## config.mk

```make
export PLATFORM = sky130hd
export DESIGN_NAME = host_serial_rx_flat
export DESIGN_NICKNAME = d
export VERILOG_FILES = /design/src/hdl/host_bridge_pkg.sv /design/src/hdl/cmd_frame_if.sv /design/src/hdl/host_serial_rx.sv /design/src/flat_wrapper.sv
export SDC_FILE = /design/constraint.sdc
export NUM_CORES = 1
export LEC_CHECK = 0
export ABC_AREA = 1
export BUFFER_PORTS_ARGS = -buffer_cell sky130_fd_sc_hd__buf_4
export CAP_MARGIN = 15
export CORE_UTILIZATION = 55
export CTS_BUF_LIST = sky130_fd_sc_hd__clkbuf_8
export DETAILED_ROUTE_END_ITERATION = 12
export HOLD_SLACK_MARGIN = 0.12
export PLACE_DENSITY = 0.9
export REMOVE_ABC_BUFFERS = 1
export SETUP_SLACK_MARGIN = 0.1
export SYNTH_ARGS = -nofsm -noshare
export SYNTH_HDL_FRONTEND = slang
export SYNTH_SLANG_ARGS = --single-unit
```

## constraint.sdc

```tcl
create_clock -name sys_clk -period 1.9 [get_ports sys_clk]
set_input_delay 0.285 -clock sys_clk [delete_from_list [all_inputs] [get_ports sys_clk]]
set_output_delay 0.285 -clock sys_clk [all_outputs]
set_load 0.03 [all_outputs]
```

## src/hdl/host_bridge_pkg.sv

```systemverilog
package host_bridge_pkg;

  // basic payload types
  typedef logic [7:0]  byte_t;   // command or data byte
  typedef logic [15:0] word_t;   // memory, reply and fifo word
  typedef logic [23:0] addr_t;   // three address bytes

  // host command set
  typedef enum logic [7:0] {
    OP_NOP         = 8'h00,
    OP_SET_DATA0   = 8'h10,  // data low byte
    OP_SET_DATA1   = 8'h11,  // data high byte
    OP_SET_ADDR0   = 8'h12,
    OP_SET_ADDR1   = 8'h13,
    OP_SET_ADDR2   = 8'h14,
    OP_WRITE       = 8'hA0,  // single word write
    OP_READ        = 8'hA1,  // single word read, replies word
    OP_BURST_WRITE = 8'hA2,  // fifo into memory
    OP_BURST_READ  = 8'hA3   // memory out to fifo
  } opcode_t;

  // payload bits of a command or reply frame
  localparam int FRAME_BITS = 16;

  // reply sent once a burst write completes
  localparam word_t REPLY_BURST_DONE = 16'h3412;

  // fifo channel select
  localparam logic [1:0] FIFO_ADR_IN  = 2'd0;  // idle and burst write
  localparam logic [1:0] FIFO_ADR_OUT = 2'd2;  // burst read

  // write strobe length per burst read word
  localparam int STROBE_CYCLES = 4;

endpackage
```

## src/hdl/cmd_frame_if.sv

```systemverilog
`timescale 1ns/1ps

interface cmd_frame_if import host_bridge_pkg::*; ();

  byte_t cmd;
  byte_t dat;
  logic  valid;  // held until taken
  logic  taken;  // single cycle pulse

  modport sender (
    output cmd,
    output dat,
    output valid,
    input  taken
  );

  modport receiver (
    input  cmd,
    input  dat,
    input  valid,
    output taken
  );

endinterface

```

## src/hdl/host_serial_rx.sv

```systemverilog
`timescale 1ns/1ps

module host_serial_rx import host_bridge_pkg::*; (
  input  logic sys_clk,
  input  logic sys_rst_n,
  input  logic host_sclk,
  input  logic host_sdi,
  output logic sclk_rise,
  cmd_frame_if.sender frame
);

  localparam int CNT_W = $clog2(FRAME_BITS + 1);

  logic sclk_meta;
  logic sclk_sync;
  logic sclk_prev;
  logic sdi_meta;
  logic sdi_sync;

  logic [CNT_W-1:0]      bit_cnt;    // 0 waits for start bit
  logic [FRAME_BITS-1:0] shift_reg;
  logic                  valid_q;

  // two flop synchronizers, sdi kept aligned with sclk
  always_ff @(posedge sys_clk or negedge sys_rst_n) begin
    if (!sys_rst_n) begin
      sclk_meta <= 1'b0;
      sclk_sync <= 1'b0;
      sclk_prev <= 1'b0;
      sdi_meta  <= 1'b0;
      sdi_sync  <= 1'b0;
    end else begin
      sclk_meta <= host_sclk;
      sclk_sync <= sclk_meta;
      sclk_prev <= sclk_sync;
      sdi_meta  <= host_sdi;
      sdi_sync  <= sdi_meta;
    end
  end

  assign sclk_rise = sclk_sync & ~sclk_prev;

  always_ff @(posedge sys_clk or negedge sys_rst_n) begin
    if (!sys_rst_n) begin
      bit_cnt   <= '0;
      shift_reg <= '0;
      valid_q   <= 1'b0;
    end else begin
      if (frame.taken) begin
        valid_q <= 1'b0;
      end
      if (sclk_rise) begin
        if (bit_cnt == '0) begin
          if (sdi_sync && !valid_q) begin  // start bit, ignored while a frame waits
            bit_cnt <= CNT_W'(1);
          end
        end else begin
          shift_reg <= {sdi_sync, shift_reg[FRAME_BITS-1:1]};  // lsb first
          if (bit_cnt == CNT_W'(FRAME_BITS)) begin
            bit_cnt <= '0;
            valid_q <= 1'b1;
          end else begin
            bit_cnt <= bit_cnt + 1'b1;
          end
        end
      end
    end
  end

  assign frame.cmd   = shift_reg[7:0];
  assign frame.dat   = shift_reg[15:8];
  assign frame.valid = valid_q;

  // a pending frame blocks reception
  a_no_shift_while_valid: assert property (
    @(posedge sys_clk) disable iff (!sys_rst_n)
    frame.valid |=> $stable(bit_cnt)
  );

endmodule

```

## src/flat_wrapper.sv

```systemverilog
// flat-port wrapper written by rule: the top's interface ports become plain ports
module host_serial_rx_flat import host_bridge_pkg::*;
  (sys_clk, sys_rst_n, host_sclk, host_sdi, sclk_rise, frame_cmd, frame_dat, frame_valid, frame_taken);
  cmd_frame_if frame_i ();
  input  logic sys_clk;
  input  logic sys_rst_n;
  input  logic host_sclk;
  input  logic host_sdi;
  output logic sclk_rise;
  output wire logic [$bits(frame_i.cmd)-1:0] frame_cmd;
  output wire logic [$bits(frame_i.dat)-1:0] frame_dat;
  output wire logic [$bits(frame_i.valid)-1:0] frame_valid;
  input wire logic [$bits(frame_i.taken)-1:0] frame_taken;
  assign frame_cmd = frame_i.cmd;
  assign frame_dat = frame_i.dat;
  assign frame_valid = frame_i.valid;
  assign frame_i.taken = frame_taken;
  host_serial_rx u_core (.sys_clk(sys_clk), .sys_rst_n(sys_rst_n), .host_sclk(host_sclk), .host_sdi(host_sdi), .sclk_rise(sclk_rise), .frame(frame_i));
endmodule
```

==> impl_metrics.env <==
export IMPL_post_drt_via_cell_ratio=5.147
export IMPL_finalWirelength_mm=2.125
export IMPL_critical_path_slowest_cell="dfrtp_1"
export IMPL_cp_slowest_stage_delay_ns=0.42
export IMPL_initial_core_util_pct=58.65
export IMPL_timing_critical_path_to_type="flip-flop"
export IMPL_worstPathRequired_ns=2.07
export IMPL_share_of_synthesized_registers_carrying_an_async_set_or_reset_pct=100.0
export IMPL_via_count_of_the_first_global_routing_pass=736
export IMPL_ios=23
export IMPL_die_height_um=47.97
export IMPL_antenna_cells=0
export IMPL_final_setup_worst_slack_ns=0.3351
export IMPL_core_area_sq_um=1982
export IMPL_post_synth_main_area_contributors="dfrtp_1 58%, nand2_1 15%, nand3_1 9.5%, ha_1 2.2%, nor2_4 1.9%"
export IMPL_cp_top_family="simple AND/OR/NAND/NOR gates"
export IMPL_number_of_enable_type_register_cells_in_the_synthesized_netlist=0
export IMPL_hold_path_endpoint="u_core.frame.valid"
export IMPL_synth_ff_latch_count=27
export IMPL_crit_buf_inv=1
export IMPL_min_period_over_period_pct=82.36
export IMPL_rsz0062_at_grt="false"
export IMPL_avgSynthCellArea_sq_um=9.225
export IMPL_period_needed_ns=1.565
export IMPL_netlist_top_cell_by_area="dfrtp_1"
export IMPL_ctsRootBufferMaster="clkbuf_8"
export IMPL_slew_violations=0
export IMPL_tritoncts="done"
export IMPL_max_freq_mhz=639.0
export IMPL_dieArea_sq_um=2301
export IMPL_worstReg2RegEnd="u_core.bit_cnt[0]"
export IMPL_synth_top_cell_area_share_pct=58.13
export IMPL_clock_input_transition_at_the_sequential_cells_of_the_worst_setup_and_hold_paths_ns=0.09
export IMPL_tritoncts_num_buffers=3
export IMPL_critPathMostFrequentCell="nand2_1"
export IMPL_start_kind="flip-flop"
export IMPL_ys_top_cells_by_count="47 x nand2_1, 27 x dfrtp_1, 22 x nand3_1"
export IMPL_crit_arrival_ns=1.73
export IMPL_ff2ff_setup_slack_ns=0.34
export IMPL_port_buffers=22
export IMPL_clock_tree_buffer_depth=2
export IMPL_max_slew_margin_pct=76.16
export IMPL_placementRows=16
export IMPL_nets=158
export IMPL_hold_path_depth=2
export IMPL_syn2layout_area_growth_pct=20.99
export IMPL_mappedNetlistArea_sq_um=1162
export IMPL_setup_viol=0
export IMPL_status="finished clean"
export IMPL_finalHoldViolCount=0
export IMPL_die_w_um=47.97
export IMPL_cts_resized=0
export IMPL_wl_per_cell_um=12.01
export IMPL_finalClockSkew_ns=0.005362
export IMPL_clock_sink_count=27
export IMPL_wire_length_of_the_first_global_routing_pass_mm=3.091
export IMPL_path_cells="inv_1, ha_1, nand3_4, nand2_4, nand2_1, nand2_1, nand2_1"
export IMPL_cellLeakagePower_nw=0.7745
export IMPL_critPathKind="reg2reg"
export IMPL_hold_path_startpoint="frame_taken"
export IMPL_detailedRoute_firstPassIterationCount=4
export IMPL_cts_htree_levels=1
export IMPL_post_synth_top_count_cell="nand2_1"
export IMPL_grt_antenna_before_repair=0
export IMPL_synthDistinctLibCells=17
export IMPL_overflow=0
export IMPL_gr_usage_all_layers_pct=20.25
export IMPL_synth_main_ff_cell="dfrtp_1"
export IMPL_crit_fanout=22
export IMPL_synthCells=126
export IMPL_globalplace_congestion=0.8666
export IMPL_seq_area_frac_synth_pct=58.13
export IMPL_ant_nets=0
export IMPL_drc=0
export IMPL_clkLatencyLatePin_ns=0.27
export IMPL_ys_warnings_count=0
export IMPL_pin_count_of_the_biggest_net_entering_global_routing=28
export IMPL_r2r_start="u_core.bit_cnt[0]"
export IMPL_tightest_slew_ns=0.3568
export IMPL_worst_r2r_path_depth=7
export IMPL_drv_max_cap_violation_count=0
export IMPL_fraction_of_final_layout_cells_sized_beyond_drive_strength_1_pct=22.00
export IMPL_power_density_nw_per_um2=1479
export IMPL_largest_register_ffs=16
export IMPL_dp_final_hpwl_mm=1.441
export IMPL_pre_cts_slack_ns=0.3460
export IMPL_setup_total_negative_slack_ns=0
export IMPL_hold_class="in2reg"
export IMPL_routed_via_count=911
export IMPL_vdd_ir_drop_worst_v=0.001231
export IMPL_drt_initial_drc_count=13
==> what timing repair did <==
| item | CTS | global route |
|---|---|---|
| endpoints found under the hold margin | 29 | 0 |
| hold buffers | 3 | 0 |
| buffers inserted | 0 | 0 |
==> cells by family after synthesis <==
kind of cell             after synthesis  synth area share [%]
AND/OR/NAND/NOR                       78                 30.89
flip-flops                            27                 58.13
buffers and inverters                 13                 5.598
AO/OA/AOI/OAI                          4                 1.721
XOR/XNOR                               2                 1.507
adder cells (fa/ha/maj)                2                 2.153
==> metrics by stage <==
| step | hold WS, ns | power (W) | util, % | instances | instance area (sq um) |
|---|---|---|---|---|---|
| after floorplan | -0.01059 | 0.001457 | - | 120 | 1124 |
| after global placement | 0.2061 | 0.001731 | 67.11 | 170 | 1330 |
| after detailed placement | 0.2118 | 0.001760 | 67.11 | 170 | 1330 |
| after CTS | 0.1960 | 0.002086 | 70.96 | 177 | 1406 |
| after global routing | 0.1969 | 0.002197 | 70.96 | 177 | 1406 |
| final | 0.1949 | 0.002080 | 70.96 | 177 | 1406 |
==> worst register-to-register path, stage by stage (launching register included) <==
cell and delay (ns):
dfrtp_1 0.42, inv_1 0.08, ha_1 0.21, nand3_4 0.20, nand2_4 0.25, nand2_1 0.16
nand2_1 0.09, nand2_1 0.05
==> layer usage <==
metal / GRT usage, % / wire length [um] / up-vias
li1: - / - / 451
met1: 27.48 / 978 / 436
met2: 30.81 / 1030 / 19
met3: 2.264 / 64 / 5
met4: 13.33 / 51 / 0
met5: 0 / 0 / -
==> cell usage in the layout (no fill, tap or decap) <==
cell           instances
inv_1                  5
nor2_1                 4
nand2_1               47
nand2_4                1
nand4_1                1
o21ai_0                3
clkinv_2               1
nand3_1               22
inv_2                  2
ha_1                   2
dlygate4sd3_1          3
dfrtp_1               27
clkbuf_8               3
buf_4                 23
nor2_4                 2
o21ai_1                1
xnor2_1                2
nand3_4                1
==> worst max-delay path by stage <==
stage,start,to,slack [ns],cells after the start
2_1_floorplan,u_core.bit_cnt[0],u_core.bit_cnt[4],0.52,7
3_3_place_gp,u_core.bit_cnt[0],u_core.bit_cnt[4],0.40,7
3_5_place_dp,u_core.bit_cnt[0],u_core.bit_cnt[4],0.35,7
4_1_cts,u_core.bit_cnt[0],u_core.bit_cnt[4],0.34,7
5_1_grt,u_core.bit_cnt[0],u_core.bit_cnt[0],0.20,7
6_report,u_core.bit_cnt[0],u_core.bit_cnt[0],0.34,7
==> cell type report <==
type                       count  area (sq um)
inverter                       7         26.28
multi-input combinational     86         421.7
clock inverter                 1         5.005
clock buffer                   3         41.29
timing repair buffer          26         202.7
tap                           27         33.78
fill                         139         575.6
sequential                    27         675.6
==> report_power, final <==
part           leakage, nW  switching [W]  internal [W]
clock               0.0255       0.000171      0.000147
sequential           0.354       0.000161      0.000726
combinational        0.395       0.000566      0.000310
No activity file was read; power rests on OpenSTA's default activity.
