[src/hdl/host_bridge_pkg.sv]
package host_bridge_pkg;

  // basic payload types
  typedef logic [7:0]  byte_t;   // command or data byte
  typedef logic [15:0] word_t;   // memory, reply and fifo word
  typedef logic [23:0] addr_t;   // three address bytes

  // host command set
  typedef enum logic [7:0] {
    OP_NOP         = 8'h00,
    OP_SET_DATA0   = 8'h10,  // data low byte
    OP_SET_DATA1   = 8'h11,  // data high byte
    OP_SET_ADDR0   = 8'h12,
    OP_SET_ADDR1   = 8'h13,
    OP_SET_ADDR2   = 8'h14,
    OP_WRITE       = 8'hA0,  // single word write
    OP_READ        = 8'hA1,  // single word read, replies word
    OP_BURST_WRITE = 8'hA2,  // fifo into memory
    OP_BURST_READ  = 8'hA3   // memory out to fifo
  } opcode_t;

  // payload bits of a command or reply frame
  localparam int FRAME_BITS = 16;

  // reply sent once a burst write completes
  localparam word_t REPLY_BURST_DONE = 16'h3412;

  // fifo channel select
  localparam logic [1:0] FIFO_ADR_IN  = 2'd0;  // idle and burst write
  localparam logic [1:0] FIFO_ADR_OUT = 2'd2;  // burst read

  // write strobe length per burst read word
  localparam int STROBE_CYCLES = 4;

endpackage
[src/hdl/cmd_frame_if.sv]
`timescale 1ns/1ps

interface cmd_frame_if import host_bridge_pkg::*; ();

  byte_t cmd;
  byte_t dat;
  logic  valid;  // held until taken
  logic  taken;  // single cycle pulse

  modport sender (
    output cmd,
    output dat,
    output valid,
    input  taken
  );

  modport receiver (
    input  cmd,
    input  dat,
    input  valid,
    output taken
  );

endinterface

[src/hdl/mem_port_if.sv]
`timescale 1ns/1ps

interface mem_port_if import host_bridge_pkg::*; ();

  addr_t addr;    // full byte address, ram uses the low bits
  word_t wdata;
  word_t rdata;   // valid in the rd_ack cycle
  logic  rd_req;
  logic  rd_ack;
  logic  wr_req;
  logic  wr_ack;

  // requests hold until acked
  modport requester (
    output addr,
    output wdata,
    output rd_req,
    output wr_req,
    input  rdata,
    input  rd_ack,
    input  wr_ack
  );

  modport memory (
    input  addr,
    input  wdata,
    input  rd_req,
    input  wr_req,
    output rdata,
    output rd_ack,
    output wr_ack
  );

endinterface

[src/hdl/cmd_executor.sv]
`timescale 1ns/1ps

module cmd_executor import host_bridge_pkg::*; #(
  parameter int BURST_WORDS = 512
) (
  input  logic       sys_clk,
  input  logic       sys_rst_n,
  input  word_t      fifo_din,
  input  logic       reply_ack,
  output logic       busy,
  output logic       sloe_n,
  output logic       slrd_n,
  output logic       slwr_n,
  output logic [1:0] fifo_adr,
  output word_t      fifo_dout,
  output logic       fifo_dout_en,
  output word_t      reply_word,
  output logic       reply_req,
  cmd_frame_if.receiver frame,
  mem_port_if.requester mem
);

  localparam int CNT_W = $clog2(BURST_WORDS + 1);

  typedef enum logic [2:0] {
    S_IDLE, S_DECODE, S_MEM_WAIT, S_BW, S_BR_READ, S_BR_STROBE, S_REPLY
  } state_t;

  state_t           state;
  opcode_t          op_q;
  byte_t            data0;
  byte_t            data1;
  byte_t            address0;
  byte_t            address1;
  byte_t            address2;
  logic [3:0]       phase;     // burst write phase or strobe count
  logic [CNT_W-1:0] word_cnt;
  word_t            sum;       // wraps at 16 bits
  logic             last_word;

  assign busy      = (state != S_IDLE);
  assign last_word = (word_cnt == CNT_W'(BURST_WORDS - 1));

  always_ff @(posedge sys_clk or negedge sys_rst_n) begin
    if (!sys_rst_n) begin
      state        <= S_IDLE;
      op_q         <= OP_NOP;
      frame.taken  <= 1'b0;
      data0        <= '0;
      data1        <= '0;
      address0     <= '0;
      address1     <= '0;
      address2     <= '0;
      phase        <= '0;
      word_cnt     <= '0;
      sum          <= '0;
      sloe_n       <= 1'b1;
      slrd_n       <= 1'b1;
      slwr_n       <= 1'b1;
      fifo_adr     <= FIFO_ADR_IN;
      fifo_dout    <= '0;
      fifo_dout_en <= 1'b0;
      reply_word   <= '0;
      reply_req    <= 1'b0;
      mem.addr     <= '0;
      mem.wdata    <= '0;
      mem.rd_req   <= 1'b0;
      mem.wr_req   <= 1'b0;
    end else begin
      frame.taken <= 1'b0;
      case (state)
        S_IDLE: begin
          if (frame.valid) begin
            frame.taken <= 1'b1;
            op_q        <= opcode_t'(frame.cmd);
            state       <= S_DECODE;
          end
        end
        S_DECODE: begin  // frame.dat still held this cycle
          state <= S_IDLE;
          case (op_q)
            OP_SET_DATA0: data0    <= frame.dat;
            OP_SET_DATA1: data1    <= frame.dat;
            OP_SET_ADDR0: address0 <= frame.dat;
            OP_SET_ADDR1: address1 <= frame.dat;
            OP_SET_ADDR2: address2 <= frame.dat;
            OP_WRITE: begin
              mem.addr   <= {address2, address1, address0};
              mem.wdata  <= {data1, data0};
              mem.wr_req <= 1'b1;
              state      <= S_MEM_WAIT;
            end
            OP_READ: begin
              mem.addr   <= {address2, address1, address0};
              mem.rd_req <= 1'b1;
              state      <= S_MEM_WAIT;
            end
            OP_BURST_WRITE: begin
              mem.addr <= {address2, address1, address0};
              sloe_n   <= 1'b0;
              slrd_n   <= 1'b0;  // phase 0 of first word
              phase    <= '0;
              word_cnt <= '0;
              state    <= S_BW;
            end
            OP_BURST_READ: begin
              mem.addr     <= {address2, address1, address0};
              mem.rd_req   <= 1'b1;
              sum          <= '0;
              word_cnt     <= '0;
              fifo_adr     <= FIFO_ADR_OUT;
              fifo_dout_en <= 1'b1;
              state        <= S_BR_READ;
            end
            default: ;  // nop and unknown codes just finish
          endcase
        end
        S_MEM_WAIT: begin
          if (mem.wr_ack) begin
            mem.wr_req <= 1'b0;
            state      <= S_IDLE;
          end else if (mem.rd_ack) begin
            mem.rd_req <= 1'b0;
            reply_word <= mem.rdata;
            reply_req  <= 1'b1;
            state      <= S_REPLY;
          end
        end
        S_BW: begin
          case (phase)
            4'd0: phase <= 4'd1;
            4'd1: begin
              slrd_n     <= 1'b1;      // fifo advances on this rise
              mem.wdata  <= fifo_din;
              mem.wr_req <= 1'b1;
              phase      <= 4'd2;
            end
            4'd2: begin
              if (mem.wr_ack) begin
                mem.wr_req <= 1'b0;
                phase      <= 4'd3;
              end
            end
            default: begin
              mem.addr <= mem.addr + 1'b1;
              word_cnt <= word_cnt + 1'b1;
              phase    <= '0;
              if (last_word) begin
                sloe_n     <= 1'b1;
                reply_word <= REPLY_BURST_DONE;
                reply_req  <= 1'b1;
                state      <= S_REPLY;
              end else begin
                slrd_n <= 1'b0;
              end
            end
          endcase
        end
        S_BR_READ: begin
          if (mem.rd_ack) begin
            mem.rd_req <= 1'b0;
            fifo_dout  <= mem.rdata;
            sum        <= sum + mem.rdata;
            slwr_n     <= 1'b0;
            phase      <= '0;
            state      <= S_BR_STROBE;
          end
        end
        S_BR_STROBE: begin
          phase <= phase + 1'b1;
          if (phase == 4'(STROBE_CYCLES - 1)) begin
            slwr_n   <= 1'b1;
            mem.addr <= mem.addr + 1'b1;
            word_cnt <= word_cnt + 1'b1;
            if (last_word) begin
              fifo_adr     <= FIFO_ADR_IN;
              fifo_dout_en <= 1'b0;
              reply_word   <= sum;
              reply_req    <= 1'b1;
              state        <= S_REPLY;
            end else begin
              mem.rd_req <= 1'b1;   // next word
              state      <= S_BR_READ;
            end
          end
        end
        S_REPLY: begin
          if (reply_ack) begin
            reply_req <= 1'b0;
            state     <= S_IDLE;
          end
        end
        default: state <= S_IDLE;
      endcase
    end
  end

  a_strobes_exclusive: assert property (
    @(posedge sys_clk) disable iff (!sys_rst_n) !(!slrd_n && !slwr_n)
  );

  a_dout_channel: assert property (
    @(posedge sys_clk) disable iff (!sys_rst_n) fifo_dout_en |-> fifo_adr == FIFO_ADR_OUT
  );

endmodule

[src/flat_wrapper.sv]
// flat-port wrapper written by rule: the top's interface ports become plain ports
module cmd_executor_flat import host_bridge_pkg::*;
#(
  parameter int BURST_WORDS = 512
)
  (sys_clk, sys_rst_n, fifo_din, reply_ack, busy, sloe_n, slrd_n, slwr_n, fifo_adr, fifo_dout, fifo_dout_en, reply_word, reply_req, frame_cmd, frame_dat, frame_valid, frame_taken, mem_addr, mem_wdata, mem_rd_req, mem_wr_req, mem_rdata, mem_rd_ack, mem_wr_ack);
  cmd_frame_if frame_i ();
  mem_port_if mem_i ();
  input  logic sys_clk;
  input  logic sys_rst_n;
  input  word_t fifo_din;
  input  logic reply_ack;
  output logic busy;
  output logic sloe_n;
  output logic slrd_n;
  output logic slwr_n;
  output logic [1:0] fifo_adr;
  output word_t fifo_dout;
  output logic fifo_dout_en;
  output word_t reply_word;
  output logic reply_req;
  input wire logic [$bits(frame_i.cmd)-1:0] frame_cmd;
  input wire logic [$bits(frame_i.dat)-1:0] frame_dat;
  input wire logic [$bits(frame_i.valid)-1:0] frame_valid;
  output wire logic [$bits(frame_i.taken)-1:0] frame_taken;
  output wire logic [$bits(mem_i.addr)-1:0] mem_addr;
  output wire logic [$bits(mem_i.wdata)-1:0] mem_wdata;
  output wire logic [$bits(mem_i.rd_req)-1:0] mem_rd_req;
  output wire logic [$bits(mem_i.wr_req)-1:0] mem_wr_req;
  input wire logic [$bits(mem_i.rdata)-1:0] mem_rdata;
  input wire logic [$bits(mem_i.rd_ack)-1:0] mem_rd_ack;
  input wire logic [$bits(mem_i.wr_ack)-1:0] mem_wr_ack;
  assign frame_i.cmd = frame_cmd;
  assign frame_i.dat = frame_dat;
  assign frame_i.valid = frame_valid;
  assign frame_taken = frame_i.taken;
  assign mem_addr = mem_i.addr;
  assign mem_wdata = mem_i.wdata;
  assign mem_rd_req = mem_i.rd_req;
  assign mem_wr_req = mem_i.wr_req;
  assign mem_i.rdata = mem_rdata;
  assign mem_i.rd_ack = mem_rd_ack;
  assign mem_i.wr_ack = mem_wr_ack;
  cmd_executor #(.BURST_WORDS(BURST_WORDS)) u_core (.sys_clk(sys_clk), .sys_rst_n(sys_rst_n), .fifo_din(fifo_din), .reply_ack(reply_ack), .busy(busy), .sloe_n(sloe_n), .slrd_n(slrd_n), .slwr_n(slwr_n), .fifo_adr(fifo_adr), .fifo_dout(fifo_dout), .fifo_dout_en(fifo_dout_en), .reply_word(reply_word), .reply_req(reply_req), .frame(frame_i), .mem(mem_i));
endmodule
[config.mk]
export PLATFORM = sky130hd
export DESIGN_NAME = cmd_executor_flat
export DESIGN_NICKNAME = d
export VERILOG_FILES = /design/src/hdl/host_bridge_pkg.sv /design/src/hdl/cmd_frame_if.sv /design/src/hdl/mem_port_if.sv /design/src/hdl/cmd_executor.sv /design/src/flat_wrapper.sv
export SDC_FILE = /design/constraint.sdc
export NUM_CORES = 1
export LEC_CHECK = 0
export BUFFER_PORTS_ARGS = -buffer_cell sky130_fd_sc_hd__buf_4
export CORE_UTILIZATION = 30
export DETAILED_ROUTE_END_ITERATION = 12
export PLACE_DENSITY_LB_ADDON = 0.25
export SLEW_MARGIN = 40
export SYNTH_ARGS = -nofsm -noshare
export SYNTH_HDL_FRONTEND = slang
export SYNTH_SLANG_ARGS = --single-unit
[constraint.sdc]
create_clock -name sys_clk -period 2.3 [get_ports sys_clk]
set_input_delay 0.115 -clock sys_clk [delete_from_list [all_inputs] [get_ports sys_clk]]
set_output_delay 0.115 -clock sys_clk [all_outputs]
set_load 0.005 [all_outputs]
==> flow_summary.json <==
{
  "status": "finished, final reports clean",
  "first_pass_iters": 5,
  "finalCriticalPeriod_ns": 2.30,
  "num_io_pins": 137,
  "yosysWarnings": 0,
  "combinationalPowerShare": 0.450,
  "dp_hpwl_microns": 16900,
  "p_int_mw": 9.31,
  "synth_mux_area_frac": 0.0706,
  "yosys.area_share.simple": 0.177,
  "timing.rr.end": "u_core.sum[15]",
  "drc": 0,
  "cts_buffer_depth": 2,
  "rsz0062_at_grt": "true",
  "cts_buffers": 17,
  "dp.cells": 1360,
  "wire_per_inst_microns": 17.1,
  "seq_area_frac_synth": 0.487,
  "grt_pass1_vias": 7094,
  "p_total_mw": 14.8,
  "synth_top_area_frac": 0.478,
  "synthFlopType": "dfrtp_1",
  "synth_commonest_cells": "158 x dfrtp_1, 156 x nand2_1, 75 x o21ai_0",
  "clkTransAtPathRegs_ns": 0.07,
  "synth_seq_cells": 161,
  "finalNetCount": 1172,
  "fp.dieArea_sq_mm": 0.0282,
  "fin_crit_sh": 0.998,
  "yosysMostFrequentCell": "dfrtp_1",
  "hold_path_depth": 2,
  "clock-sinks": 161,
  "placed_cell_area_sq_mm": 0.0101,
  "port_buffers": 135,
  "first_iter_violations": 437,
  "ir_drop_v": 0.000470,
  "p_sw_frac": 0.372,
  "final_layout_size_suffix_gt1_frac": 0.311,
  "wl_microns": 24900,
  "timing.rr.start": "u_core.sum[1]",
  "synth-compound-area-share": 0.188,
  "grt_pass1_wl_microns": 38700,
  "maxCapViolations": 0,
  "vias": 7359,
  "postRouteAntennaNets": 0,
  "hold_viol_final": 0,
  "cts_root_buf": "clkbuf_16",
  "grt_usage": 0.174,
  "area_growth_pct": 39.4,
  "leakage_nw": 5.17,
  "pwr-share-clk": 0.213,
  "synth_top_family_by_area": "compound AO/OA/AOI/OAI gates",
  "setup.worst_path.start_class": "flop",
  "finalSetupViolCount": 0,
  "place.gp.congestion": 0.865,
  "die_w_microns": 168,
  "fill_cells": 2616,
  "avgSynthCellArea_sq_um": 9.55,
  "ys_top_cells_by_area": "dfrtp_1 48%, nand2_1 7.1%, mux2_2 6.7%",
  "grt-ovfl-total": 0,
  "coreArea_sq_mm": 0.0270,
  "clock.fmax_ghz": 0.436,
  "hold_end": "u_core.data1[3]",
  "arrival_ns": 2.65,
  "ff2ff_path_depth": 7,
  "slew_viol_final": 0,
  "slew_headroom": 0.620,
  "pwr-share-seq": 0.337,
  "fin_area_sq_mm": 0.0115,
  "min_path_type": "in2reg",
  "path_max_fanout": 3,
  "htree_levels": 4,
  "synthAdderAreaFrac": 0.0342,
  "worst_slew_pin_slew_ns": 0.570,
  "hold_start": "frame_dat[3]",
  "endpoint_kind": "flop",
  "synth_top_area_cell": "dfrtp_1",
  "final_cells": 1450,
  "crit_required_ns": 2.66,
  "die_y_microns": 168,
  "utilization": 0.427,
  "cts_tree": "yes",
  "async_flop_share": 1.00,
  "grt_max_degree": 53,
  "antenna_found_initial": 0,
  "critPathKind": "reg2reg",
  "synth_cell_types": 80,
  "viasPerCell": 5.08,
  "netlist_area_sq_mm": 0.00827,
  "setup_tns_ns": 0,
  "syn_inst": 866,
  "start_util": 0.306,
  "p_per_area_mw_per_mm2": 1290,
  "rows": 60,
  "synth-edff-count": 0,
  "syn_nets": 942,
  "p_switching_mw": 5.51,
  "skew_ns": 0.0185,
  "r2r_slack_ns": 0.004,
  "synth_xor_area_frac": 0.0106,
  "clkLatencyLatePin_ns": 0.44
}
## power groups by stage
stage	clock network [mW]	registers [mW]	logic (mW)
CTS	3.23	4.97	6.16
global route	3.36	5.17	7.36
detailed placement	0	5.01	6.05
floorplan	0	4.84	3.46
finish	3.16	5.00	6.67
global placement	0	5.00	5.97
## final cells by class
class / instances / area, sq um / share of cell area
well taps: 341 / 427 / 0.0370
clock inverters: 14 / 213 / 0.0184
multi-input cells: 647 / 4200 / 0.364
flip-flops and latches: 161 / 4030 / 0.350
repair buffers: 254 / 2170 / 0.189
diodes: 1 / 2.50 / 0.000217
clock buffers: 17 / 425 / 0.0369
inverters: 15 / 56.3 / 0.00488
## sequential cells by signal, indices dropped and copies added, names as in the netlist
| signal | cells |
|---|---|
| u_core.sloe_n | 1 |
| u_core.mem.wdata | 16 |
| u_core.address2 | 8 |
| u_core.fifo_adr | 1 |
| u_core.address0 | 8 |
| u_core.frame.taken | 1 |
| u_core.fifo_dout | 16 |
| u_core.mem.addr | 24 |
| u_core.word_cnt | 10 |
| u_core.phase | 4 |
| u_core.reply_req | 1 |
| u_core.data0 | 8 |
| u_core.mem.wr_req | 1 |
| u_core.slrd_n | 1 |
| u_core.mem.rd_req | 1 |
| u_core.data1 | 8 |
| u_core.op_q | 8 |
| u_core.slwr_n | 1 |
| u_core.address1 | 8 |
| u_core.state | 3 |
| u_core.reply_word | 16 |
| u_core.sum | 16 |
## cells by family after synthesis
family	Yosys count
other	1
AND/OR/NAND/NOR	318
flip-flops	161
multiplexers	51
AO/OA/AOI/OAI	245
XOR/XNOR	10
adder cells (fa/ha/maj)	22
buffers and inverters	58
## cells in the final DEF, fill, tap and decap left out, types with 4 or more instances in the layout
| cell | synthesis | final |
|---|---|---|
| bufinv_16 | 0 | 4 |
| buf_12 | 0 | 6 |
| buf_4 | 2 | 192 |
| dfrtp_1 | 158 | 157 |
| a21o_1 | 7 | 7 |
| buf_6 | 3 | 6 |
| nor2_1 | 63 | 58 |
| nor3_1 | 6 | 4 |
| nand3_1 | 30 | 30 |
| xor2_1 | 6 | 6 |
| and3_1 | 13 | 13 |
| o21ai_0 | 75 | 60 |
| o22a_1 | 6 | 6 |
| o31ai_1 | 4 | 4 |
| mux2_2 | 49 | 49 |
| nand4_1 | 9 | 9 |
| nand2b_1 | 4 | 4 |
| a21oi_1 | 48 | 38 |
| a32oi_1 | 4 | 4 |
| ha_4 | 0 | 5 |
| nand2_1 | 156 | 156 |
| xnor2_1 | 4 | 4 |
| nor3b_1 | 5 | 5 |
| o22ai_1 | 11 | 10 |
| ha_1 | 21 | 14 |
| dlygate4sd3_1 | 0 | 47 |
| inv_6 | 0 | 5 |
| inv_1 | 15 | 13 |
| a2bb2oi_1 | 7 | 6 |
| o21ai_1 | 3 | 15 |
| a22oi_1 | 12 | 12 |
| a21oi_2 | 1 | 11 |
| a31oi_1 | 32 | 31 |
| clkbuf_16 | 0 | 20 |
## worst max-delay path: stages (launching register included)
cell and delay [ns]:
dfrtp_1 0.41, ha_4 0.23, a211o_1 0.34, a211oi_4 0.33, nor4_2 0.07, o31a_1 0.29
or4_4 0.48, o211ai_2 0.08
## worst max path at each step
| stage | startpoint | end | slack, ns | cells past startpoint |
|---|---|---|---|---|
| after global routing | u_core.sum[1] | u_core.sum[15] | -0.06 | 7 |
| after global placement | u_core.sum[1] | u_core.sum[15] | -0.04 | 7 |
| after CTS | u_core.sum[1] | u_core.sum[15] | 0.004 | 7 |
| final | u_core.sum[1] | u_core.sum[15] | 0.004 | 7 |
| after detailed placement | u_core.sum[1] | u_core.sum[15] | -0.07 | 7 |
| after floorplan | u_core.sum[1] | u_core.sum[15] | 0.06 | 7 |
## stage by stage
stage	setup slack (ns)	hold WS (ns)
after floorplan	0.0623	-0.181
after global placement	-0.0423	0.122
after detailed placement	-0.0688	0.138
after CTS	0.00449	0.00560
after global routing	-0.0622	-0.000156
final	0.00435	0.00712
## layer usage
layer,up-vias,global-route usage,share of wire
li1,3604,-,-
met1,3616,0.246,0.49
met2,127,0.275,0.47
met3,12,0.0313,0.033
met4,0,0.0411,0.0084
met5,-,0,0
## what timing repair did
action                                 CTS  global route
gates resized for setup                  1            57
hold buffers                            46             1
gates cloned                             0             6
setup endpoints to repair                1            34
endpoints found under the hold margin  113             4
pin swaps                                2             7
buffers inserted                         0             5
Power figures use the tool's default switching activity.
