$ cat src/hdl/host_bridge_pkg.sv
package host_bridge_pkg;

  // basic payload types
  typedef logic [7:0]  byte_t;   // command or data byte
  typedef logic [15:0] word_t;   // memory, reply and fifo word
  typedef logic [23:0] addr_t;   // three address bytes

  // host command set
  typedef enum logic [7:0] {
    OP_NOP         = 8'h00,
    OP_SET_DATA0   = 8'h10,  // data low byte
    OP_SET_DATA1   = 8'h11,  // data high byte
    OP_SET_ADDR0   = 8'h12,
    OP_SET_ADDR1   = 8'h13,
    OP_SET_ADDR2   = 8'h14,
    OP_WRITE       = 8'hA0,  // single word write
    OP_READ        = 8'hA1,  // single word read, replies word
    OP_BURST_WRITE = 8'hA2,  // fifo into memory
    OP_BURST_READ  = 8'hA3   // memory out to fifo
  } opcode_t;

  // payload bits of a command or reply frame
  localparam int FRAME_BITS = 16;

  // reply sent once a burst write completes
  localparam word_t REPLY_BURST_DONE = 16'h3412;

  // fifo channel select
  localparam logic [1:0] FIFO_ADR_IN  = 2'd0;  // idle and burst write
  localparam logic [1:0] FIFO_ADR_OUT = 2'd2;  // burst read

  // write strobe length per burst read word
  localparam int STROBE_CYCLES = 4;

endpackage
$ cat src/hdl/host_serial_tx.sv
`timescale 1ns/1ps

module host_serial_tx import host_bridge_pkg::*; (
  input  logic  sys_clk,
  input  logic  sys_rst_n,
  input  logic  sclk_rise,
  input  word_t reply_word,
  input  logic  reply_req,
  output logic  reply_ack,
  output logic  host_sdo
);

  localparam int CNT_W = $clog2(FRAME_BITS + 3);

  logic [CNT_W-1:0]      bit_cnt;    // 0 idle, then start, data, stop, ack
  logic [FRAME_BITS-1:0] shift_reg;

  always_ff @(posedge sys_clk or negedge sys_rst_n) begin
    if (!sys_rst_n) begin
      bit_cnt   <= '0;
      shift_reg <= '0;
      host_sdo  <= 1'b0;
      reply_ack <= 1'b0;
    end else begin
      reply_ack <= 1'b0;
      if (sclk_rise) begin
        if (bit_cnt == '0) begin
          if (reply_req) begin
            host_sdo  <= 1'b1;        // start bit
            shift_reg <= reply_word;
            bit_cnt   <= CNT_W'(1);
          end
        end else if (bit_cnt <= CNT_W'(FRAME_BITS)) begin
          host_sdo  <= shift_reg[0];  // low byte first
          shift_reg <= shift_reg >> 1;
          bit_cnt   <= bit_cnt + 1'b1;
        end else if (bit_cnt == CNT_W'(FRAME_BITS + 1)) begin
          host_sdo <= 1'b0;           // stop bit
          bit_cnt  <= bit_cnt + 1'b1;
        end else begin
          // stop bit has been sampled by the host
          reply_ack <= 1'b1;
          bit_cnt   <= '0;
        end
      end
    end
  end

  a_reply_word_stable: assert property (
    @(posedge sys_clk) disable iff (!sys_rst_n)
    reply_req && !reply_ack |=> $stable(reply_word)
  );

endmodule

$ cat config.mk
export PLATFORM = sky130hd
export DESIGN_NAME = host_serial_tx
export DESIGN_NICKNAME = d
export VERILOG_FILES = /design/src/hdl/host_bridge_pkg.sv /design/src/hdl/host_serial_tx.sv
export SDC_FILE = /design/constraint.sdc
export NUM_CORES = 1
export LEC_CHECK = 0
export ABC_AREA = 1
export BUFFER_PORTS_ARGS = -buffer_cell sky130_fd_sc_hd__buf_4
export CAP_MARGIN = 20
export CORE_UTILIZATION = 50
export CTS_CLUSTER_SIZE = 40
export DETAILED_ROUTE_END_ITERATION = 8
export PLACE_DENSITY_LB_ADDON = 0.1
export SLEW_MARGIN = 40
export SYNTH_ARGS = -nofsm -noshare
export SYNTH_HDL_FRONTEND = slang
export SYNTH_SLANG_ARGS = --single-unit
$ cat constraint.sdc
create_clock -name sys_clk -period 1.7 [get_ports sys_clk]
set_input_delay 0 -clock sys_clk [delete_from_list [all_inputs] [get_ports sys_clk]]
set_output_delay 0 -clock sys_clk [all_outputs]
set_load 0.01 [all_outputs]
==> flow_metrics.py, run 1 <==
metrics = {
    "layout": {
        "synthToLayoutAreaGrowth_pct": 17.7,
        "final_area_um2": 1670,
        "final.fill_count": 251,
        "fin_util_pct": 64.9,
        "diodes": 0,
        "drive_gt1_share_pct": 18.5,
        "nNetsFinal": 246,
        "largest_reg_flops": 16,
        "fin_cells": 252,
    },
    "job": {
        "maxCapViolCount": 0,
    },
    "critical_path": {
        "reg2reg_slack_ps": 110,
        "worstPathMaxFanout": 16,
        "rr_worst_depth": 7,
        "end_kind": "register",
        "cp.required_ps": 1910,
        "critical_path_class": "register to register",
        "crit_path_start_kind": "register",
        "worstPathArrival_ps": 1800,
    },
    "cts": {
        "clk_latency_ps": 320,
        "clkSinkCount": 23,
        "clkTransAtPathRegs_ps": 140,
        "cts_buffer_depth": 2,
        "cts_tree": "done",
        "post_cts_buffers": 0,
        "cts-buffers-inserted": 3,
        "cts.htree.levels": 1,
        "clock-root-buffer": "clkbuf_4",
    },
    "power_and_ir_drop": {
        "p_per_area_nw_per_um2": 1710,
        "leakage_nw": 0.948,
        "ir_drop_uv": 988,
    },
    "synthesis": {
        "syn_inst": 195,
        "ys_top_cells_by_count": "nand2_1 (70), inv_1 (39), dfrtp_1 (23)",
        "async_flop_share_pct": 100,
        "yosysTopAreaCellShare_pct": 40.7,
        "synth_area_leader_cell": "dfrtp_1",
        "synth_area_leaders": "dfrtp_1 (41%), nand2_1 (19%), inv_1 (10%), nand4_1 (7.5%), o21ai_1 (4.2%)",
        "synth_area_um2": 1420,
        "yosysUniqueCellTypes": 17,
        "synth_warnings": 0,
        "synth-main-ff-cell": "dfrtp_1",
        "yosysMostFrequentCell": "nand2_1",
        "synth.avg_cell_area_um2": 7.26,
        "synth_edf_count": 0,
        "synth-seq-cells": 23,
        "synth_fp_nets": 218,
        "seq_area_frac_synth_pct": 40.7,
    },
    "detailed_routing": {
        "wl_per_cell_um": 12.1,
        "antenna_left": 0,
        "drc": 0,
        "wirelength_um": 3040,
        "routed-via-count": 1296,
        "initialDrtViolationCount": 32,
        "wl_met2_um": 1430,
        "first_pass_iters": 4,
        "vias_per_cell": 5.14,
        "top_layer": "met4",
        "route.met3.wl_um": 87,
        "wl_met1_um": 1490,
    },
    "global_routing": {
        "first_global_vias": 1255,
        "grt_pass1_wl_um": 5330,
        "grt_max_degree": 33,
        "grt_use_total_pct": 21.1,
        "antenna_found_initial": 0,
        "globalRouteOverflowTotal": 0,
    },
    "sta": {
        "hold_viol": 0,
        "slew_violations": 0,
        "slew-limit-headroom_pct": 80.0,
        "worst_pin_slew_ps": 299,
        "fin_crit_sh_pct": 93.3,
        "setup_viol_count_final": 0,
        "skew_ps": 5.26,
        "min_period_ps": 1590,
        "fmax_ghz": 0.631,
        "hold_slack_ps": 50.0,
    },
    "status": {
        "status": "complete, no violations",
    },
    "hold_path": {
        "hold_depth": 5,
        "min-delay-path-class": "input pin to register",
    },
    "placement": {
        "dp_hpwl_um": 2020,
        "post_dp_cell_area_um2": 1590,
        "io_buffers": 21,
        "gp_congestion": 0.781,
        "dp_cells": 244,
    },
    "floorplan": {
        "fp.dieW_um": 55.2,
        "die_h_um": 55.2,
        "die-area_um2": 3050,
        "core-area_um2": 2570,
        "initial_utilization_pct": 55.1,
        "io_pins": 22,
        "rows": 18,
    },
}
-- final cells by class --
type                            count  area, um2  area share [%]
Clock buffer                        3       22.5            1.35
Inverter                           41        154            9.24
Clock inverter                      1       5.00           0.301
Multi-Input combinational cell    123        631            37.9
Tap cell                           30       37.5            2.25
Timing Repair Buffer               31        240            14.4
Sequential cell                    23        576            34.6
-- critical path: stages, from the launching register on --
cell     delay, ps
dfrtp_1        440
inv_1           80
ha_1           220
buf_4          170
nand4_4        160
nand3_4        210
nand2_1        110
o21ai_0         90
-- report_power, final --
part	switching [mW]	total (mW)	leakage, nW	internal [mW]
registers	0.160	0.953	0.292	0.793
clock network	0.179	0.267	0.0177	0.0881
logic	1.00	1.62	0.638	0.622
-- logic make-up after synthesis --
family / share of synthesized area (%)
buf+inv: 16.4
flops: 40.7
compound gates: 7.07
fa+ha+maj: 2.65
simple gates: 33.2
-- what timing repair did --
item                       CTS  global route
setup endpoints to repair    0            16
resized for setup            0             3
hold buffers                 3             0
hold endpoints to repair    25             0
-- layer usage --
layer | global-route usage [%] | up-vias
met2 | 37.2 | 24
li1 | - | 665
met3 | 2.34 | 4
met5 | 0 | -
met1 | 27.5 | 603
met4 | 5.71 | 0
-- cells in the final DEF, fill, tap and decap left out --
cell type,count
inv_2,2
nor2_2,1
dfrtp_1,23
o21ai_1,12
clkbuf_4,3
nand2_1,68
buf_4,28
nand3_4,3
nand2_2,2
clkinv_2,1
o21ai_0,8
dlygate4sd3_1,3
ha_1,3
inv_1,39
nor2_1,1
nand3_1,7
nand4_4,1
nand4_1,17
-- stage by stage --
| step | setup slack (ps) | setup TNS, ps | power (mW) |
|---|---|---|---|
| finish | 114 | 0 | 2.84 |
| global route | -10.1 | -14.0 | 3.15 |
| detailed placement | 31.2 | 0 | 2.55 |
| global placement | 159 | 0 | 2.48 |
| CTS | 9.10 | 0 | 2.83 |
| floorplan | 231 | 0 | 2.20 |
-- worst paths after layout --
kind / from / to
worst max-delay path: bit_cnt[1] / shift_reg[2]
worst min-delay path: reply_word[13] / shift_reg[13]
worst max register to register: bit_cnt[1] / shift_reg[2]
worst min register to register: host_sdo / host_sdo
max in group asynchronous: sys_rst_n / shift_reg[0]
min in group asynchronous: sys_rst_n / reply_ack
(Power assumes the default switching activity.)
==> inputs of run 2 (changes only) <==
--- a/config.mk
+++ b/config.mk
@@ -11,7 +11,9 @@
 export CORE_UTILIZATION = 50
 export CTS_CLUSTER_SIZE = 40
 export DETAILED_ROUTE_END_ITERATION = 8
+export MAX_ROUTING_LAYER = met4
 export PLACE_DENSITY_LB_ADDON = 0.1
+export REMOVE_ABC_BUFFERS = 1
 export SLEW_MARGIN = 40
 export SYNTH_ARGS = -nofsm -noshare
 export SYNTH_HDL_FRONTEND = slang
==> constraint.sdc (replaced) <==
create_clock -name sys_clk -period 1.7 [get_ports sys_clk]
set_input_delay 0.255 -clock sys_clk [delete_from_list [all_inputs] [get_ports sys_clk]]
set_output_delay 0.255 -clock sys_clk [all_outputs]
set_load 0.01 [all_outputs]
==> run 2 against run 1 <==
Compared with the run above:
- sequential share of layout area increased by 0.45 points
- fmax is 0.50% higher
- global-route usage increased by 0.39 points
- critical path type unchanged
- critical path depth did not move
- worst hold slack better by 190 ps
- clock skew shrank 2.4 ps
- largest cell class unchanged
- die area stayed put
- final cell count shrank 0.79%
- flip-flop and latch count unchanged
- critical endpoint is now host_sdo
- first-iteration DRC count grew 16%
- power about the same
==> flow_metrics.py, run 2 (synthesis results as in run 1) <==
metrics = {
    "layout": {
        "final_area_um2": 1640,
        "largest_reg_flops": 16,
        "diodes": 0,
        "synthToLayoutAreaGrowth_pct": 16.2,
        "mostFrequentLayoutCells": "nand2_1 (69), inv_1 (39), buf_4 (27)",
        "fin_util_pct": 64.0,
        "final.fill_count": 234,
        "nNetsFinal": 244,
        "final_common_cell": "nand2_1",
        "drive_gt1_share_pct": 17.7,
    },
    "floorplan": {
        "die_h_um": 55.2,
        "die-area_um2": 3050,
        "io_pins": 22,
        "core-area_um2": 2570,
        "rows": 18,
        "initial_utilization_pct": 55.1,
        "fp.dieW_um": 55.2,
    },
    "cts": {
        "cts_tree": "done",
        "cts.htree.levels": 1,
        "clkTransAtPathRegs_ps": 130,
        "clkSinkCount": 23,
        "cts-buffers-inserted": 3,
        "cts_buffer_depth": 2,
        "clk_latency_ps": 310,
        "clock-root-buffer": "clkbuf_4",
    },
    "sta": {
        "fmax_ghz": 0.634,
        "skew_ps": 2.85,
        "setup_viol_count_final": 0,
        "fin_ws_ps": 122,
        "fin_setup_tns_ps": 0,
        "slew-limit-headroom_pct": 80.0,
        "min_period_ps": 1580,
        "slew_violations": 0,
        "hold_slack_ps": 238,
        "fin_crit_sh_pct": 92.8,
        "hold_viol": 0,
        "worst_pin_slew_ps": 300,
    },
    "detailed_routing": {
        "wl_per_cell_um": 12.3,
        "antenna_left": 0,
        "routed-via-count": 1280,
        "initialDrtViolationCount": 37,
        "first_pass_iters": 4,
        "drc": 0,
        "wirelength_um": 3070,
        "vias_per_cell": 5.12,
    },
    "global_routing": {
        "first_global_vias": 1209,
        "globalRouteOverflowTotal": 0,
        "grt_use_total_pct": 21.5,
        "grt_pass1_wl_um": 5150,
        "grt_max_degree": 33,
        "antenna_found_initial": 0,
    },
    "placement": {
        "post_dp_cell_area_um2": 1570,
        "dp_hpwl_um": 2020,
        "io_buffers": 21,
        "gp_congestion": 0.851,
        "dp_slack_ps": 78.8,
    },
    "hold_path": {
        "min-delay-path-class": "input pin to register",
        "hold_depth": 3,
        "holdPathEnd": "shift_reg[15]",
        "min-delay-start": "reply_word[15]",
    },
    "critical_path": {
        "cp.required_ps": 1910,
        "end_kind": "register",
        "critical_path_class": "register to register",
        "reg2reg_slack_ps": 120,
        "worstPathMaxFanout": 20,
        "worstPathArrival_ps": 1790,
        "crit-reg2reg-launch": "bit_cnt[2]",
        "crit_path_start_kind": "register",
        "rr_worst_depth": 7,
        "worstReg2RegEnd": "host_sdo",
    },
    "job": {
        "maxCapViolCount": 0,
    },
    "power_and_ir_drop": {
        "clock_power_share_pct": 9.2,
        "p_sw_share_pct": 47.6,
        "ir_drop_uv": 1230,
        "power_frac_seq_pct": 33.3,
        "power.switching_mw": 1.35,
        "p_int_mw": 1.49,
        "combPwrFrac_pct": 57.5,
        "leakage_nw": 0.934,
        "p_per_area_nw_per_um2": 1730,
    },
    "status": {
        "status": "complete, no violations",
    },
}
run 2: changes by cell type in the layout (fill, tap and decap cells not counted):
cell,before,now
buf_4,28,27
clkbuf_1,0,1
nand3_2,0,1
nand2_2,2,1
nand2_1,68,69
clkinv_2,1,0
dlygate4sd3_1,3,1
run 2: area by class of cell:
type	instances	area (um2)	area share [%]
timing repair buffer	28	213	12.9
inverter	41	154	9.36
clock buffer	4	26.3	1.60
multi-input combinational	124	638	38.8
tap	30	37.5	2.28
sequential	23	576	35.0
run 2: metrics by stage:
stage	power, mW	cells
floorplan	2.03	186
global placement	2.45	242
detailed placement	2.49	242
CTS	2.76	247
global route	3.15	250
finish	2.84	250
run 2: routing by layer:
| metal | track usage (%) | wire length, um | vias up |
|---|---|---|---|
| met1 | 27.2 | 1470 | 583 |
| met4 | 7.86 | 29 | 0 |
| met5 | - | 0 | - |
| li1 | - | - | 662 |
| met2 | 35.6 | 1420 | 31 |
| met3 | 2.58 | 148 | 4 |
run 2: worst max path at each step:
stage          startpoint      endpoint  slack [ps]  cells past startpoint
3_5_place_dp   bit_cnt[1]  shift_reg[3]          80                      7
2_1_floorplan  bit_cnt[0]  shift_reg[2]        -130                      7
4_1_cts        bit_cnt[1]  shift_reg[6]          50                      6
6_report       bit_cnt[2]      host_sdo         120                      7
5_1_grt        bit_cnt[1]      host_sdo          -7                      8
3_3_place_gp   bit_cnt[1]  shift_reg[7]         150                      7
run 2: repair_timing:
item / CTS / global route
resized for setup: 0 / 2
endpoints found under the setup margin: 0 / 18
hold endpoints to repair: 23 / 0
setup buffers: 0 / 1
hold buffers: 1 / 0
run 2: critical path, stage by stage (launching register included):
cell and delay [ps]:
dfrtp_1 470, nor2_2 140, buf_4 280, nand4_4 200, nand2_2 190, inv_2 70, nand3_1 60, nand2_1 60
run 2: power by group through the flow:
stage                     Clock [mW]  Combinational [mW]  Sequential, mW
after floorplan                    0                1.09           0.939
after global placement             0                1.50           0.947
after detailed placement           0                1.54           0.955
after CTS                      0.273                1.55           0.945
after global routing           0.289                1.88           0.982
final                          0.261                1.63           0.948
==> inputs of run 3 (changes only) <==
--- a/config.mk
+++ b/config.mk
@@ -8,7 +8,7 @@
 export ABC_AREA = 1
 export BUFFER_PORTS_ARGS = -buffer_cell sky130_fd_sc_hd__buf_4
 export CAP_MARGIN = 20
-export CORE_UTILIZATION = 50
+export CORE_UTILIZATION = 45
 export CTS_CLUSTER_SIZE = 40
 export DETAILED_ROUTE_END_ITERATION = 8
 export MAX_ROUTING_LAYER = met4
==> run 3 against run 2 <==
Compared with the run above:
- sequential share of layout area down 0.47 points
- fmax up 1.7%
- critical path type unchanged
- critical endpoint is now bit_cnt[2]
- clock-buffer cell count down 1
==> flow_metrics.py, run 3 (synthesis results as in run 1) <==
metrics = {
    "power_and_ir_drop": {
        "leakage_nw": 0.935,
        "clock_power_share_pct": 9.3,
        "p_per_area_nw_per_um2": 1700,
        "ir_drop_uv": 782,
        "p_int_mw": 1.49,
        "power.switching_mw": 1.35,
        "p_sw_share_pct": 47.5,
        "combPwrFrac_pct": 57.2,
        "power.total_mw": 2.84,
        "power_frac_seq_pct": 33.5,
    },
    "global_routing": {
        "grt_use_total_pct": 20.2,
        "grt_pass1_wl_um": 5100,
        "first_global_vias": 1193,
        "globalRouteOverflowTotal": 0,
        "grt_max_degree": 33,
        "antenna_found_initial": 0,
    },
    "placement": {
        "dp_hpwl_um": 1970,
        "gp_congestion": 0.906,
        "post_dp_cell_area_um2": 1590,
        "io_buffers": 21,
        "dp_slack_ps": 68.9,
    },
    "critical_path": {
        "cp.required_ps": 1930,
        "critPathMostFrequentCell": "nand2_1",
        "crit_path_max_incr_delay_ps": 450,
        "worstPathMaxFanout": 16,
        "cpMaxStageDelayCell": "dfrtp_1",
        "end_kind": "register",
        "crit_path_start_kind": "register",
        "critical_path_class": "register to register",
        "cp_cell_sequence": "inv_1, ha_1, buf_4, nand3_4, nand2_1, inv_1, nand2_1, nand2_1, nand2_1, inv_1",
        "worstPathArrival_ps": 1790,
        "reg2reg_slack_ps": 150,
    },
    "layout": {
        "synthToLayoutAreaGrowth_pct": 17.8,
        "final.fill_count": 297,
        "final_area_um2": 1670,
        "drive_gt1_share_pct": 18.3,
        "largest_reg_flops": 16,
        "nNetsFinal": 243,
        "final_common_cell": "nand2_1",
        "fin_util_pct": 57.9,
        "mostFrequentLayoutCells": "nand2_1 (68), inv_1 (39), buf_4 (25)",
        "register_area_um2": 576,
        "multiInputGateArea_um2": 648,
        "diodes": 0,
    },
    "floorplan": {
        "die_h_um": 58.1,
        "io_pins": 22,
        "die-area_um2": 3370,
        "core-area_um2": 2880,
        "initial_utilization_pct": 49.2,
        "fp.dieW_um": 58.1,
        "rows": 19,
    },
    "sta": {
        "fmax_ghz": 0.644,
        "fin_crit_sh_pct": 91.3,
        "setup_viol_count_final": 0,
        "fin_ws_ps": 148,
        "worst_pin_slew_ps": 302,
        "slew_violations": 0,
        "skew_ps": 11.3,
        "fin_setup_tns_ps": 0,
        "min_period_ps": 1550,
        "hold_viol": 0,
        "slew-limit-headroom_pct": 79.9,
        "rsz0062_at_grt": "yes",
    },
    "hold_path": {
        "min-delay-path-class": "input pin to register",
    },
    "detailed_routing": {
        "vias_per_cell": 4.75,
        "first_pass_iters": 4,
        "routed-via-count": 1241,
        "antenna_left": 0,
        "drc": 0,
        "initialDrtViolationCount": 50,
        "wl_per_cell_um": 11.5,
        "wirelength_um": 3000,
    },
    "cts": {
        "cts.htree.levels": 1,
        "cts_tree": "done",
        "clkTransAtPathRegs_ps": 140,
        "clk_latency_ps": 320,
        "clkSinkCount": 23,
        "cts-buffers-inserted": 3,
        "cts_buffer_depth": 2,
        "clock-root-buffer": "clkbuf_4",
    },
    "job": {
        "maxCapViolCount": 0,
    },
    "status": {
        "status": "complete, no violations",
    },
}
==> run 3: layer usage <==
metal  global-route usage (%)  wire, um  vias up
met5                        -         0        -
li1                         -         -      663
met2                     33.5      1430       23
met1                     25.1      1420      551
met4                     8.16        36        0
met3                     2.46       111        4
==> run 3: layout make-up <==
cell class	instances	area share, %
multi-input cells	124	38.9
flip-flops and latches	23	34.5
repair buffers	27	12.5
inverters	41	9.23
well taps	42	3.15
clock buffers	3	1.35
clock inverters	1	0.300
==> run 3: critical path, delay by kind of cell, from the launching register on <==
kind / cells / cell delay (ps)
adders and majority gates: 1 / 180
and+or+nand+nor: 5 / 430
buffers and inverters: 4 / 400
DFF: 1 / 450
==> run 3: power groups by stage <==
stage	clock network, mW	registers [mW]	logic (mW)
after floorplan	0	0.939	1.09
after global placement	0	0.951	1.50
after detailed placement	0	0.963	1.52
after CTS	0.272	0.950	1.53
after global routing	0.293	0.987	1.88
final	0.264	0.951	1.62
==> run 3: final timing paths <==
| path | cells past startpoint | from | to |
|---|---|---|---|
| min reg2reg | 2 | shift_reg[9] | shift_reg[9] |
| max reg2reg | 10 | bit_cnt[1] | bit_cnt[2] |
| min in group asynchronous | 2 | sys_rst_n | shift_reg[6] |
| max | 10 | bit_cnt[1] | bit_cnt[2] |
| min | 3 | reply_word[15] | shift_reg[15] |
| max in group asynchronous | 2 | sys_rst_n | shift_reg[0] |
==> run 3: per-stage QoR <==
stage	cells	hold slack, ps
5_1_grt	261	214
6_report	261	224
3_5_place_dp	254	173
3_3_place_gp	254	167
2_1_floorplan	186	-40.6
4_1_cts	259	209
==> run 3: timing repair <==
item | CTS | global route
hold endpoints to repair | 23 | 0
hold buffers | 1 | 0
buffers inserted | 0 | 0
endpoints found under the setup margin | 0 | 18
resized for setup | 0 | 5
